==> src/hw/fxp_fmt_pkg.sv <==
//--------------------------------------
// number formats of the divider
// operand, quotient and internal widths
// plain vector types for each format
//--------------------------------------
`default_nettype none

package fxp_fmt_pkg;

	// dividend Q8.8
	localparam int WIIA = 8;
	localparam int WIFA = 8;

	// divisor Q8.8
	localparam int WIIB = 8;
	localparam int WIFB = 8;

	// quotient Q8.8
	localparam int WOI = 8;
	localparam int WOF = 8;
	localparam int WQ  = WOI + WOF;

	// internal format holds the divisor shifted up by WOI-1
	// as well as the aligned dividend
	localparam int WRI = (WOI + WIIB > WIIA) ? WOI + WIIB : WIIA;
	localparam int WRF = (WOF + WIFB > WIFA) ? WOF + WIFB : WIFA;
	localparam int WR  = WRI + WRF;

	// one quotient bit per stage
	localparam int N_STAGES = WQ;
	// input register, division stages, rounding, saturation
	localparam int LATENCY  = N_STAGES + 3;

	typedef logic [WIIA+WIFA-1:0] dividend_t;
	typedef logic [WIIB+WIFB-1:0] divisor_t;
	typedef logic [WQ-1:0]        quotient_t;
	typedef logic [WR-1:0]        operand_t;

endpackage

`default_nettype wire
==> src/hw/div_pipe_pkg.sv <==
//--------------------------------------
// records passed between divider stages
// prepared operands, per-stage state and
// the final result
//--------------------------------------
`default_nettype none

package div_pipe_pkg;

	//--------------------------------------
	// input side to first division stage
	//--------------------------------------
	typedef struct packed {
		fxp_fmt_pkg::operand_t dividend;
		fxp_fmt_pkg::operand_t divisor;
		logic                  sign;
	} prep_t;

	//--------------------------------------
	// state carried by each division stage
	//--------------------------------------
	typedef struct packed {
		// quotient bits decided so far
		fxp_fmt_pkg::quotient_t quotient;
		// sum of the accepted divisor multiples
		fxp_fmt_pkg::operand_t  acc;
		fxp_fmt_pkg::operand_t  dividend;
		fxp_fmt_pkg::operand_t  divisor;
		logic                   sign;
	} core_t;

	// signed, saturated quotient
	typedef struct packed {
		fxp_fmt_pkg::quotient_t quotient;
		logic                   overflow;
	} div_result_t;

endpackage

`default_nettype wire

==> src/hw/fxp_div_top.sv <==
//--------------------------------------
// pipelined signed fixed-point divider
// operand prep, division core, rounding
//--------------------------------------
`timescale 1ns/10ps
`default_nettype none

module fxp_div_top #(
	parameter int unsigned ROUND = 1
) (
	input  wire logic                   clk,
	input  wire logic                   rstn,
	input  wire fxp_fmt_pkg::dividend_t dividend,
	input  wire fxp_fmt_pkg::divisor_t  divisor,
	output fxp_fmt_pkg::quotient_t      quotient,
	output logic                        overflow
);

	div_pipe_pkg::prep_t       prep;
	div_pipe_pkg::core_t       core;
	div_pipe_pkg::div_result_t result;

	div_operand_prep u_prep (
		.clk      (clk),
		.rstn     (rstn),
		.dividend (dividend),
		.divisor  (divisor),
		.prep     (prep)
	);

	div_core_pipe u_core (
		.clk  (clk),
		.rstn (rstn),
		.prep (prep),
		.core (core)
	);

	div_round_sat #(
		.ROUND (ROUND)
	) u_round_sat (
		.clk    (clk),
		.rstn   (rstn),
		.core   (core),
		.result (result)
	);

	assign quotient = result.quotient;
	assign overflow = result.overflow;

endmodule

`default_nettype wire

==> src/hw/div_round_sat.sv <==
//--------------------------------------
// divider output side
// round to nearest, then sign restore
// with saturation and overflow flag
//--------------------------------------
`timescale 1ns/10ps
`default_nettype none

module div_round_sat #(
	parameter int unsigned ROUND = 1
) (
	input  wire logic                clk,
	input  wire logic                rstn,
	input  wire div_pipe_pkg::core_t core,
	output div_pipe_pkg::div_result_t result
);

	localparam int WQ  = fxp_fmt_pkg::WQ;
	localparam int WOF = fxp_fmt_pkg::WOF;

	localparam fxp_fmt_pkg::quotient_t MAX_POS = {1'b0, {(WQ-1){1'b1}}};
	localparam fxp_fmt_pkg::quotient_t MAX_NEG = {1'b1, {(WQ-1){1'b0}}};

	fxp_fmt_pkg::operand_t  next_mult;
	fxp_fmt_pkg::operand_t  gap_above;
	fxp_fmt_pkg::operand_t  gap_below;
	logic                   round_up;
	fxp_fmt_pkg::quotient_t rnd_quot;
	logic                   rnd_sign;

	//--------------------------------------
	// rounding stage
	//--------------------------------------
	// acc holds t divisor units, next_mult is t+1 of them
	// and never lies below the dividend
	always_comb begin
		next_mult = core.acc + (core.divisor >> WOF);
		gap_above = next_mult - core.dividend;
		gap_below = core.dividend - core.acc;
		round_up  = (ROUND != 0) && !(&core.quotient) && (gap_above < gap_below);
	end

	always_ff @(posedge clk or negedge rstn) begin
		if (!rstn) begin
			rnd_quot <= '0;
			rnd_sign <= 1'b0;
		end else begin
			rnd_quot <= round_up ? core.quotient + 1'b1 : core.quotient;
			rnd_sign <= core.sign;
		end
	end

	//--------------------------------------
	// sign and saturation stage
	//--------------------------------------
	always_ff @(posedge clk or negedge rstn) begin
		if (!rstn) begin
			result <= '0;
		end else begin
			result.overflow <= 1'b0;
			if (rnd_quot[WQ-1]) begin
				if (rnd_sign) begin
					// exactly 2^(WQ-1) is still representable
					result.quotient <= MAX_NEG;
					result.overflow <= |rnd_quot[WQ-2:0];
				end else begin
					result.quotient <= MAX_POS;
					result.overflow <= 1'b1;
				end
			end else if (rnd_sign) begin
				result.quotient <= ~rnd_quot + 1'b1;
			end else begin
				result.quotient <= rnd_quot;
			end
		end
	end

endmodule

`default_nettype wire

==> src/hw/div_core_pipe.sv <==
//--------------------------------------
// restoring division pipeline
// one quotient bit per stage, MSB first
//--------------------------------------
`timescale 1ns/10ps
`default_nettype none

module div_core_pipe (
	input  wire logic                clk,
	input  wire logic                rstn,
	input  wire div_pipe_pkg::prep_t prep,
	output div_pipe_pkg::core_t      core
);

	localparam int N_STAGES = fxp_fmt_pkg::N_STAGES;
	localparam int WQ       = fxp_fmt_pkg::WQ;
	localparam int WOI      = fxp_fmt_pkg::WOI;

	// stage_in[k] feeds register stage_q[k]
	div_pipe_pkg::core_t stage_in [N_STAGES];
	div_pipe_pkg::core_t stage_q  [N_STAGES];

	genvar k;

	generate
		for (k = 0; k < N_STAGES; k++) begin : g_stage
			fxp_fmt_pkg::operand_t step;
			fxp_fmt_pkg::operand_t trial_sum;
			logic                  take;

			// stage 0 starts from an empty quotient and accumulator
			if (k == 0) begin : g_first
				assign stage_in[k] = '{
					quotient: '0,
					acc:      '0,
					dividend: prep.dividend,
					divisor:  prep.divisor,
					sign:     prep.sign
				};
			end else begin : g_next
				assign stage_in[k] = stage_q[k-1];
			end

			// divisor weighted by the quotient bit this stage decides
			if (k < WOI) begin : g_int_bit
				assign step = stage_in[k].divisor << (WOI - 1 - k);
			end else begin : g_frac_bit
				assign step = stage_in[k].divisor >> (k + 1 - WOI);
			end

			assign trial_sum = stage_in[k].acc + step;

			// strict compare keeps the accumulator below the dividend
			assign take = trial_sum < stage_in[k].dividend;

			always_ff @(posedge clk or negedge rstn) begin
				if (!rstn) begin
					stage_q[k] <= '0;
				end else begin
					stage_q[k] <= stage_in[k];
					stage_q[k].quotient[WQ-1-k] <= take;
					if (take) begin
						stage_q[k].acc <= trial_sum;
					end
				end
			end
		end
	endgenerate

	//--------------------------------------
	// last stage leaves the core
	//--------------------------------------
	assign core = stage_q[N_STAGES-1];

endmodule

`default_nettype wire

==> src/hw/div_operand_prep.sv <==
//--------------------------------------
// divider input stage
// magnitudes, alignment to the internal
// format and result sign, registered
//--------------------------------------
`timescale 1ns/10ps
`default_nettype none

module div_operand_prep (
	input  wire logic                   clk,
	input  wire logic                   rstn,
	input  wire fxp_fmt_pkg::dividend_t dividend,
	input  wire fxp_fmt_pkg::divisor_t  divisor,
	output div_pipe_pkg::prep_t         prep
);

	localparam int DIVD_MSB = fxp_fmt_pkg::WIIA + fxp_fmt_pkg::WIFA - 1;
	localparam int DIVR_MSB = fxp_fmt_pkg::WIIB + fxp_fmt_pkg::WIFB - 1;

	// shifts that move each binary point to WRF
	localparam int DIVD_SHIFT = fxp_fmt_pkg::WRF - fxp_fmt_pkg::WIFA;
	localparam int DIVR_SHIFT = fxp_fmt_pkg::WRF - fxp_fmt_pkg::WIFB;

	fxp_fmt_pkg::dividend_t dividend_mag;
	fxp_fmt_pkg::divisor_t  divisor_mag;
	fxp_fmt_pkg::operand_t  dividend_aln;
	fxp_fmt_pkg::operand_t  divisor_aln;
	logic                   res_sign;

	//--------------------------------------
	// magnitudes
	//--------------------------------------
	// the most negative input maps onto 2^(W-1), which is still
	// correct as an unsigned magnitude
	always_comb begin
		if (dividend[DIVD_MSB]) begin
			dividend_mag = ~dividend + 1'b1;
		end else begin
			dividend_mag = dividend;
		end

		if (divisor[DIVR_MSB]) begin
			divisor_mag = ~divisor + 1'b1;
		end else begin
			divisor_mag = divisor;
		end
	end

	// widen only, zero fill on both sides
	always_comb begin
		dividend_aln = fxp_fmt_pkg::operand_t'(dividend_mag) << DIVD_SHIFT;
		divisor_aln  = fxp_fmt_pkg::operand_t'(divisor_mag) << DIVR_SHIFT;
	end

	assign res_sign = dividend[DIVD_MSB] ^ divisor[DIVR_MSB];

	//--------------------------------------
	// first pipeline register
	//--------------------------------------
	always_ff @(posedge clk or negedge rstn) begin
		if (!rstn) begin
			prep <= '0;
		end else begin
			prep.dividend <= dividend_aln;
			prep.divisor  <= divisor_aln;
			prep.sign     <= res_sign;
		end
	end

endmodule

`default_nettype wire

==> config.mk <==
export PLATFORM = sky130hd
export DESIGN_NAME = fxp_div_top
export DESIGN_NICKNAME = d
export VERILOG_FILES = /design/src/hw/fxp_fmt_pkg.sv /design/src/hw/div_pipe_pkg.sv /design/src/hw/fxp_div_top.sv /design/src/hw/div_round_sat.sv /design/src/hw/div_core_pipe.sv /design/src/hw/div_operand_prep.sv
export SDC_FILE = /design/constraint.sdc
export NUM_CORES = 2
export LEC_CHECK = 0
export ABC_AREA = 1
export BUFFER_PORTS_ARGS = -buffer_cell sky130_fd_sc_hd__buf_4
export CAP_MARGIN = 20
export CORE_UTILIZATION = 50
export CTS_CLUSTER_DIAMETER = 80
export CTS_CLUSTER_SIZE = 16
export DETAILED_ROUTE_END_ITERATION = 10
export MAX_ROUTING_LAYER = met4
export PLACE_DENSITY = 0.65
export SKIP_LAST_GASP = 1
export SYNTH_ARGS = -nofsm -noshare
export SYNTH_HDL_FRONTEND = slang
export SYNTH_SLANG_ARGS = --single-unit
==> constraint.sdc <==
create_clock -name clk -period 5.3 [get_ports clk]
set_input_delay 1.06 -clock clk [delete_from_list [all_inputs] [get_ports clk]]
set_output_delay 1.06 -clock clk [all_outputs]
set_load 0.01 [all_outputs]
; After elaboration in Yosys (flattened, before gate mapping)
; Cells that the tools add are included.
[op_classes]
add_sub_neg = 22
magnitude_cmp = 17
mux = 23
n_bitwise = 4
reduce_logical = 4
[op_table]
columns = operator, n
row1 = 32-bit by 24-bit < comparator with 1-bit output, 15
row2 = 32-bit two-way mux, 15
row3 = 16-bit two-way mux, 5
row4 = "16-bit by 1-bit adder with 16-bit output, second input constant", 4
row5 = 32-bit by 16-bit adder with 32-bit output, 2
row6 = 16-bit inverter, 3
row7 = 32-bit by 17-bit adder with 32-bit output, 1
row8 = 32-bit by 18-bit adder with 32-bit output, 1
row9 = 32-bit by 19-bit adder with 32-bit output, 1
row10 = 32-bit by 20-bit adder with 32-bit output, 1
row11 = 32-bit by 21-bit adder with 32-bit output, 1
row12 = 32-bit by 22-bit adder with 32-bit output, 1
row13 = 32-bit by 23-bit adder with 32-bit output, 1
row14 = 32-bit by 24-bit adder with 32-bit output, 1
row15 = 32-bit by 25-bit adder with 32-bit output, 1
row16 = 32-bit by 26-bit adder with 32-bit output, 1
row17 = 32-bit by 27-bit adder with 32-bit output, 1
row18 = 32-bit by 28-bit adder with 32-bit output, 1
row19 = 32-bit by 29-bit adder with 32-bit output, 1
row20 = 32-bit by 30-bit adder with 32-bit output, 1
row21 = 32-bit < comparator, 1
row22 = 24-bit by 32-bit subtractor with 32-bit output, 1
row23 = 32-bit by 24-bit subtractor with 32-bit output, 1
row24 = 31-bit by 24-bit < comparator with 1-bit output, 1
row25 = other kinds (8), 8
[totals]
register_bits = 1243
input_bits = 34
out_inout_bits = 17
elab_cells = 157

; Longest topological paths before layout
[depth]
depth_word = 5
depth_mapped = 26

; Hierarchy
; From an unflattened synthesis, not the netlist that was laid out.
[hier_totals]
cells_unflattened = 13122
area_unflattened_um2 = 100742.9
[by_module_without_submodules]
columns = mod, instances, cells_per_inst, area_each_um2, seq_area_each_um2
row1 = div_core_pipe, 1, 11771, 91627.9, 41539.8
row2 = div_round_sat, 1, 1118, 7210.7, 850.8
row3 = div_operand_prep, 1, 233, 1904.3, 825.8

; Worst setup path after synthesis
; Ideal clock, no wire load.
[synth_timing]
path_type = register -> register
start = register u_core.stage_q (netlist bit u_core.core[47])
end = register u_round_sat.rnd_quot[13]
t_arrival_ps = 3869
t_required_ps = 5183
path_slack_ps = 1314
stages_incl_launch_ff = 20
path_buffers = 1
synth_period_minus_slack_ps = 3986
cell_sequence = dfrtp_1 fa_1 inv_1 ha_1 a21o_1 a21boi_0 o21ai_0 a221oi_1 nand2_1 xor2_1 ha_1 a21oi_1 nor2_1 a211oi_1 o211ai_1 a21oi_1 nand3_1 buf_4 nand2_1 nand2_1
[synth_via]
elab_chain_len = 4
elab_cells_between_ends = 5
[synth_lines]
columns = element, line_no
row1 = from (decl), div_core_pipe.sv:21  ; div_pipe_pkg::core_t stage_q [N_STAGES];
row2 = "from (signal, indexed assignment)", div_core_pipe.sv:60  ; stage_q[k] <= stage_in[k];
row3 = 32-bit by 24-bit subtractor with 32-bit output / 24-bit by 32-bit subtractor with 32-bit output (equally long branches), "div_round_sat.sv:38, div_round_sat.sv:39"
row4 = 32-bit < comparator (*), div_round_sat.sv:40  ; round_up = (ROUND != 0) && !(&core.quotient) && (gap_above < gap_below);
row5 = 1-bit logical AND (*), div_round_sat.sv:40
row6 = 16-bit two-way mux (*), div_round_sat.sv:48  ; rnd_quot <= round_up ? core.quotient + 1'b1 : core.quotient;
row7 = to (signal assigned), div_round_sat.sv:48
row8 = to (decl), div_round_sat.sv:28  ; fxp_fmt_pkg::quotient_t rnd_quot;
; Mark *: on every way between the ends. The rest lies on a longest branch, timed or not.

; Worst setup path after layout
[layout_timing]
start = register u_core.stage_q (netlist bit u_core.core[67])
end = register u_round_sat.rnd_quot[1]
[layout_via]
elab_chain_len = 5
elab_cells_between_ends = 6
[layout_lines]
columns = element, line_no
row1 = 32-bit by 16-bit adder with 32-bit output, div_round_sat.sv:37  ; next_mult = core.acc + (core.divisor >> WOF);
row2 = 32-bit by 24-bit subtractor with 32-bit output, div_round_sat.sv:38  ; gap_above = next_mult - core.dividend;
row3 = 32-bit < comparator (*), div_round_sat.sv:40
row4 = 1-bit logical AND (*), div_round_sat.sv:40
row5 = 16-bit two-way mux (*), div_round_sat.sv:48
; Marks and branches as above.

==> metrics.csv <==
metric,value,unit
Final Critical Period,4.66,ns
Hold Fails Final Rpt,0,
"non-filler cells, final",9198,
vias in the first global route,48200,
Post-CTS Setup Inserts,0,
crit path cell chain,inv_2 > ha_1 > inv_1 > ha_1 > nand2_1 > o21ai_0 > a21oi_1 > o21bai_1 > a21boi_0 > o21ai_0 > nand2_1 > nand3_1 > nand2_1 > ha_1 > nand2_1 > nor2_1 > nand2_1 > o211ai_1 > a21oi_1 > nand3_1 > nand2_1 > nand2_1,
total grt overflow,0,
H-Tree Depth,3,
global-route wire length before repair,278,mm
area added between synthesis and finish,7.83,%
TritonCTS buffer count,87,
Post-DRT Antenna Nets,0,
"CTS clk-pin slew, worst paths",0.07,ns
dpl cell area,0.0642,mm^2
CP required,5.87,ns
maximum vdd ir drop,265,uV
die height,354,um
Worst Hold Class,reg -> reg,
Starting Density,50.6,%
Async SR Flop Fraction,100,%
"Top FF cell, synth",dfrtp_1,
Worst Hold Depth,0,
Initial DRC Count,4175,
nets@finish,8147,
die area,0.125,mm^2
fraction of layout cells with a size suffix above 1,3.88,%
Synthesis Warnings,0,
Seq cells post-synth,1122,
Slew HR,29.6,%
CTS root buf,clkbuf_16,
WL final,177,mm
r2r worst-path depth,22,
final period utilization,88.0,%
largest net degree at the start of global routing,137,
most frequent cells in the layout,"2081 x nand2_1, 1122 x dfrtp_1, 1056 x inv_1",
clk_skew,0.0343,ns
CP Max Fanout,16,
CTS resizes,0,
Fill cells,11400,
stages on the worst setup path,22,
TritonRoute pass-1 iters,6,
"Seq/Total Area, Yosys",45.4,%
Slew @ Worst Pin,1.06,ns
initial antenna violation count,3,
Mapped Cells,7434,
CP arrival,5.24,ns
CTS tree,done,
DIE WIDTH,354,um
Final Core Density,54.6,%
CP most frequent cell,nand2_1,
Vias/cell,5.34,
post-DP HPWL,145,mm
Crit path max-delay family,compound AO/OA/AOI/OAI gates,
PD cells,296,mW/mm^2
RSZ-0062 raised after global routing,no,
post-synth cell types,59,
FP Rows,128,
Clock Path Buffers,3,
syn_area_per_cell,8.32,um^2
"EDFF count, synth",0,
CP Capture Type,register,
gpl congestion,0.993,
Core Area,0.122,mm^2
critical path's largest stage delay,0.57,ns
MaxCap Viol Count,0,
Final Instance Area,0.0667,mm^2
via count,49100,
Setup Viol. Count Final,0,
Ports,51,
clk sink count,1122,
drt wl/cell,19.3,um
Port Buf Inserts,50,
Total Power,0.0197,W
cell area after synthesis,0.0618,mm^2
worst skew pair latency,0.71,ns
leakage,36.5,nW
placed cells,9079,
Post-CTS Hold Fix Bufs,0,
"Buf+Inv Stages, Crit Path",2,
Max Freq,0.215,GHz
Slew Limit Fails,0,
gr usage total,29.5,%
TNS Setup,0,ns
"most common cell after layout, fill and taps aside",nand2_1,
Worst setup SP type,register,
Post-route DRC,0,
status,completed,
CP max stage cell,nand3_1,
path type of the worst setup path,reg -> reg,
layer usage:
metal  up-vias  part of all wire (%)  global-route usage [%]
li1      24100                     -                       -
met1     23500                    46                    40.1
met2      1275                    47                    47.2
met3       240                   4.8                    2.79
met4         0                   2.7                    7.92
met5         -                     0                       -
state kept, by name, indices dropped and copies added (netlist names):
name	flops
u_round_sat.result	17
u_round_sat.rnd_quot	16
u_core.g_stage.step	240
u_core.stage_in	734
u_core.core	81
u_round_sat.rnd_sign	1
u_prep.prep	33
synthesized netlist by cell type (18+ instances only):
library cell / count / area [um^2]
nor4_1: 18 / 113
a21oi_1: 367 / 1840
buf_2: 35 / 175
nor3_1: 105 / 526
xor2_1: 234 / 2050
ha_1: 547 / 6840
clkbuf_1: 20 / 75.1
o21bai_1: 31 / 233
a31oi_1: 33 / 206
fa_1: 23 / 460
inv_1: 1056 / 3960
a21o_1: 21 / 158
nand3b_1: 32 / 240
nand2_1: 2081 / 7810
xnor2_1: 94 / 823
dfrtp_1: 1122 / 28100
nor2_1: 558 / 2090
a211oi_1: 20 / 150
o21ai_0: 133 / 666
nand4_1: 231 / 1450
nand3_1: 469 / 2350
final timing paths:
path / slack, ns / to / startpoint
worst min register to register: 0.34 / u_core.stage_in[897] / u_core.stage_in[1010]
max in group asynchronous: 3.54 / u_core.stage_in[763] / rstn
min in group asynchronous: 0.45 / u_core.core[10] / rstn
worst max register to register: 0.64 / u_round_sat.rnd_quot[1] / u_core.core[67]
worst max-delay path: 0.64 / u_round_sat.rnd_quot[1] / u_core.core[67]
worst min-delay path: 0.34 / u_core.stage_in[897] / u_core.stage_in[1010]
kinds of logic after synthesis:
kind of cell               count (synthesis)  share of synthesized area (%)
xor gates and xnor gates                 328                           4.65
other                                      1                        0.00606
and+or+nand+nor                         3582                           24.7
DFF                                     1122                           45.4
buffers and inverters                   1160                           7.36
AOI/OAI and AO/OA                        671                           6.03
adders and majority gates                570                           11.8
area by class of cell:
cell class | instances | area [um^2] | area share [%]
multi-input combinational | 5159 | 29200 | 43.8
inverter | 1077 | 4050 | 6.07
tap | 1625 | 2030 | 3.05
clock inverter | 20 | 235 | 0.353
clock buffer | 95 | 2230 | 3.34
timing repair buffer | 96 | 816 | 1.22
antenna | 4 | 10.0 | 0.0150
sequential | 1122 | 28100 | 42.1
power breakdown:
part	switching (W)	internal, W
Sequential	0.000628	0.00913
Combinational	0.00246	0.00135
Clock	0.00309	0.00304
stage by stage:
stage	hold slack [ns]	setup WS, ns
floorplan	0.331	1.31
global placement	0.331	0.585
detailed placement	0.335	0.568
CTS	0.341	0.562
global route	0.345	0.150
finish	0.343	0.638
Power figures use the tool's default switching activity.
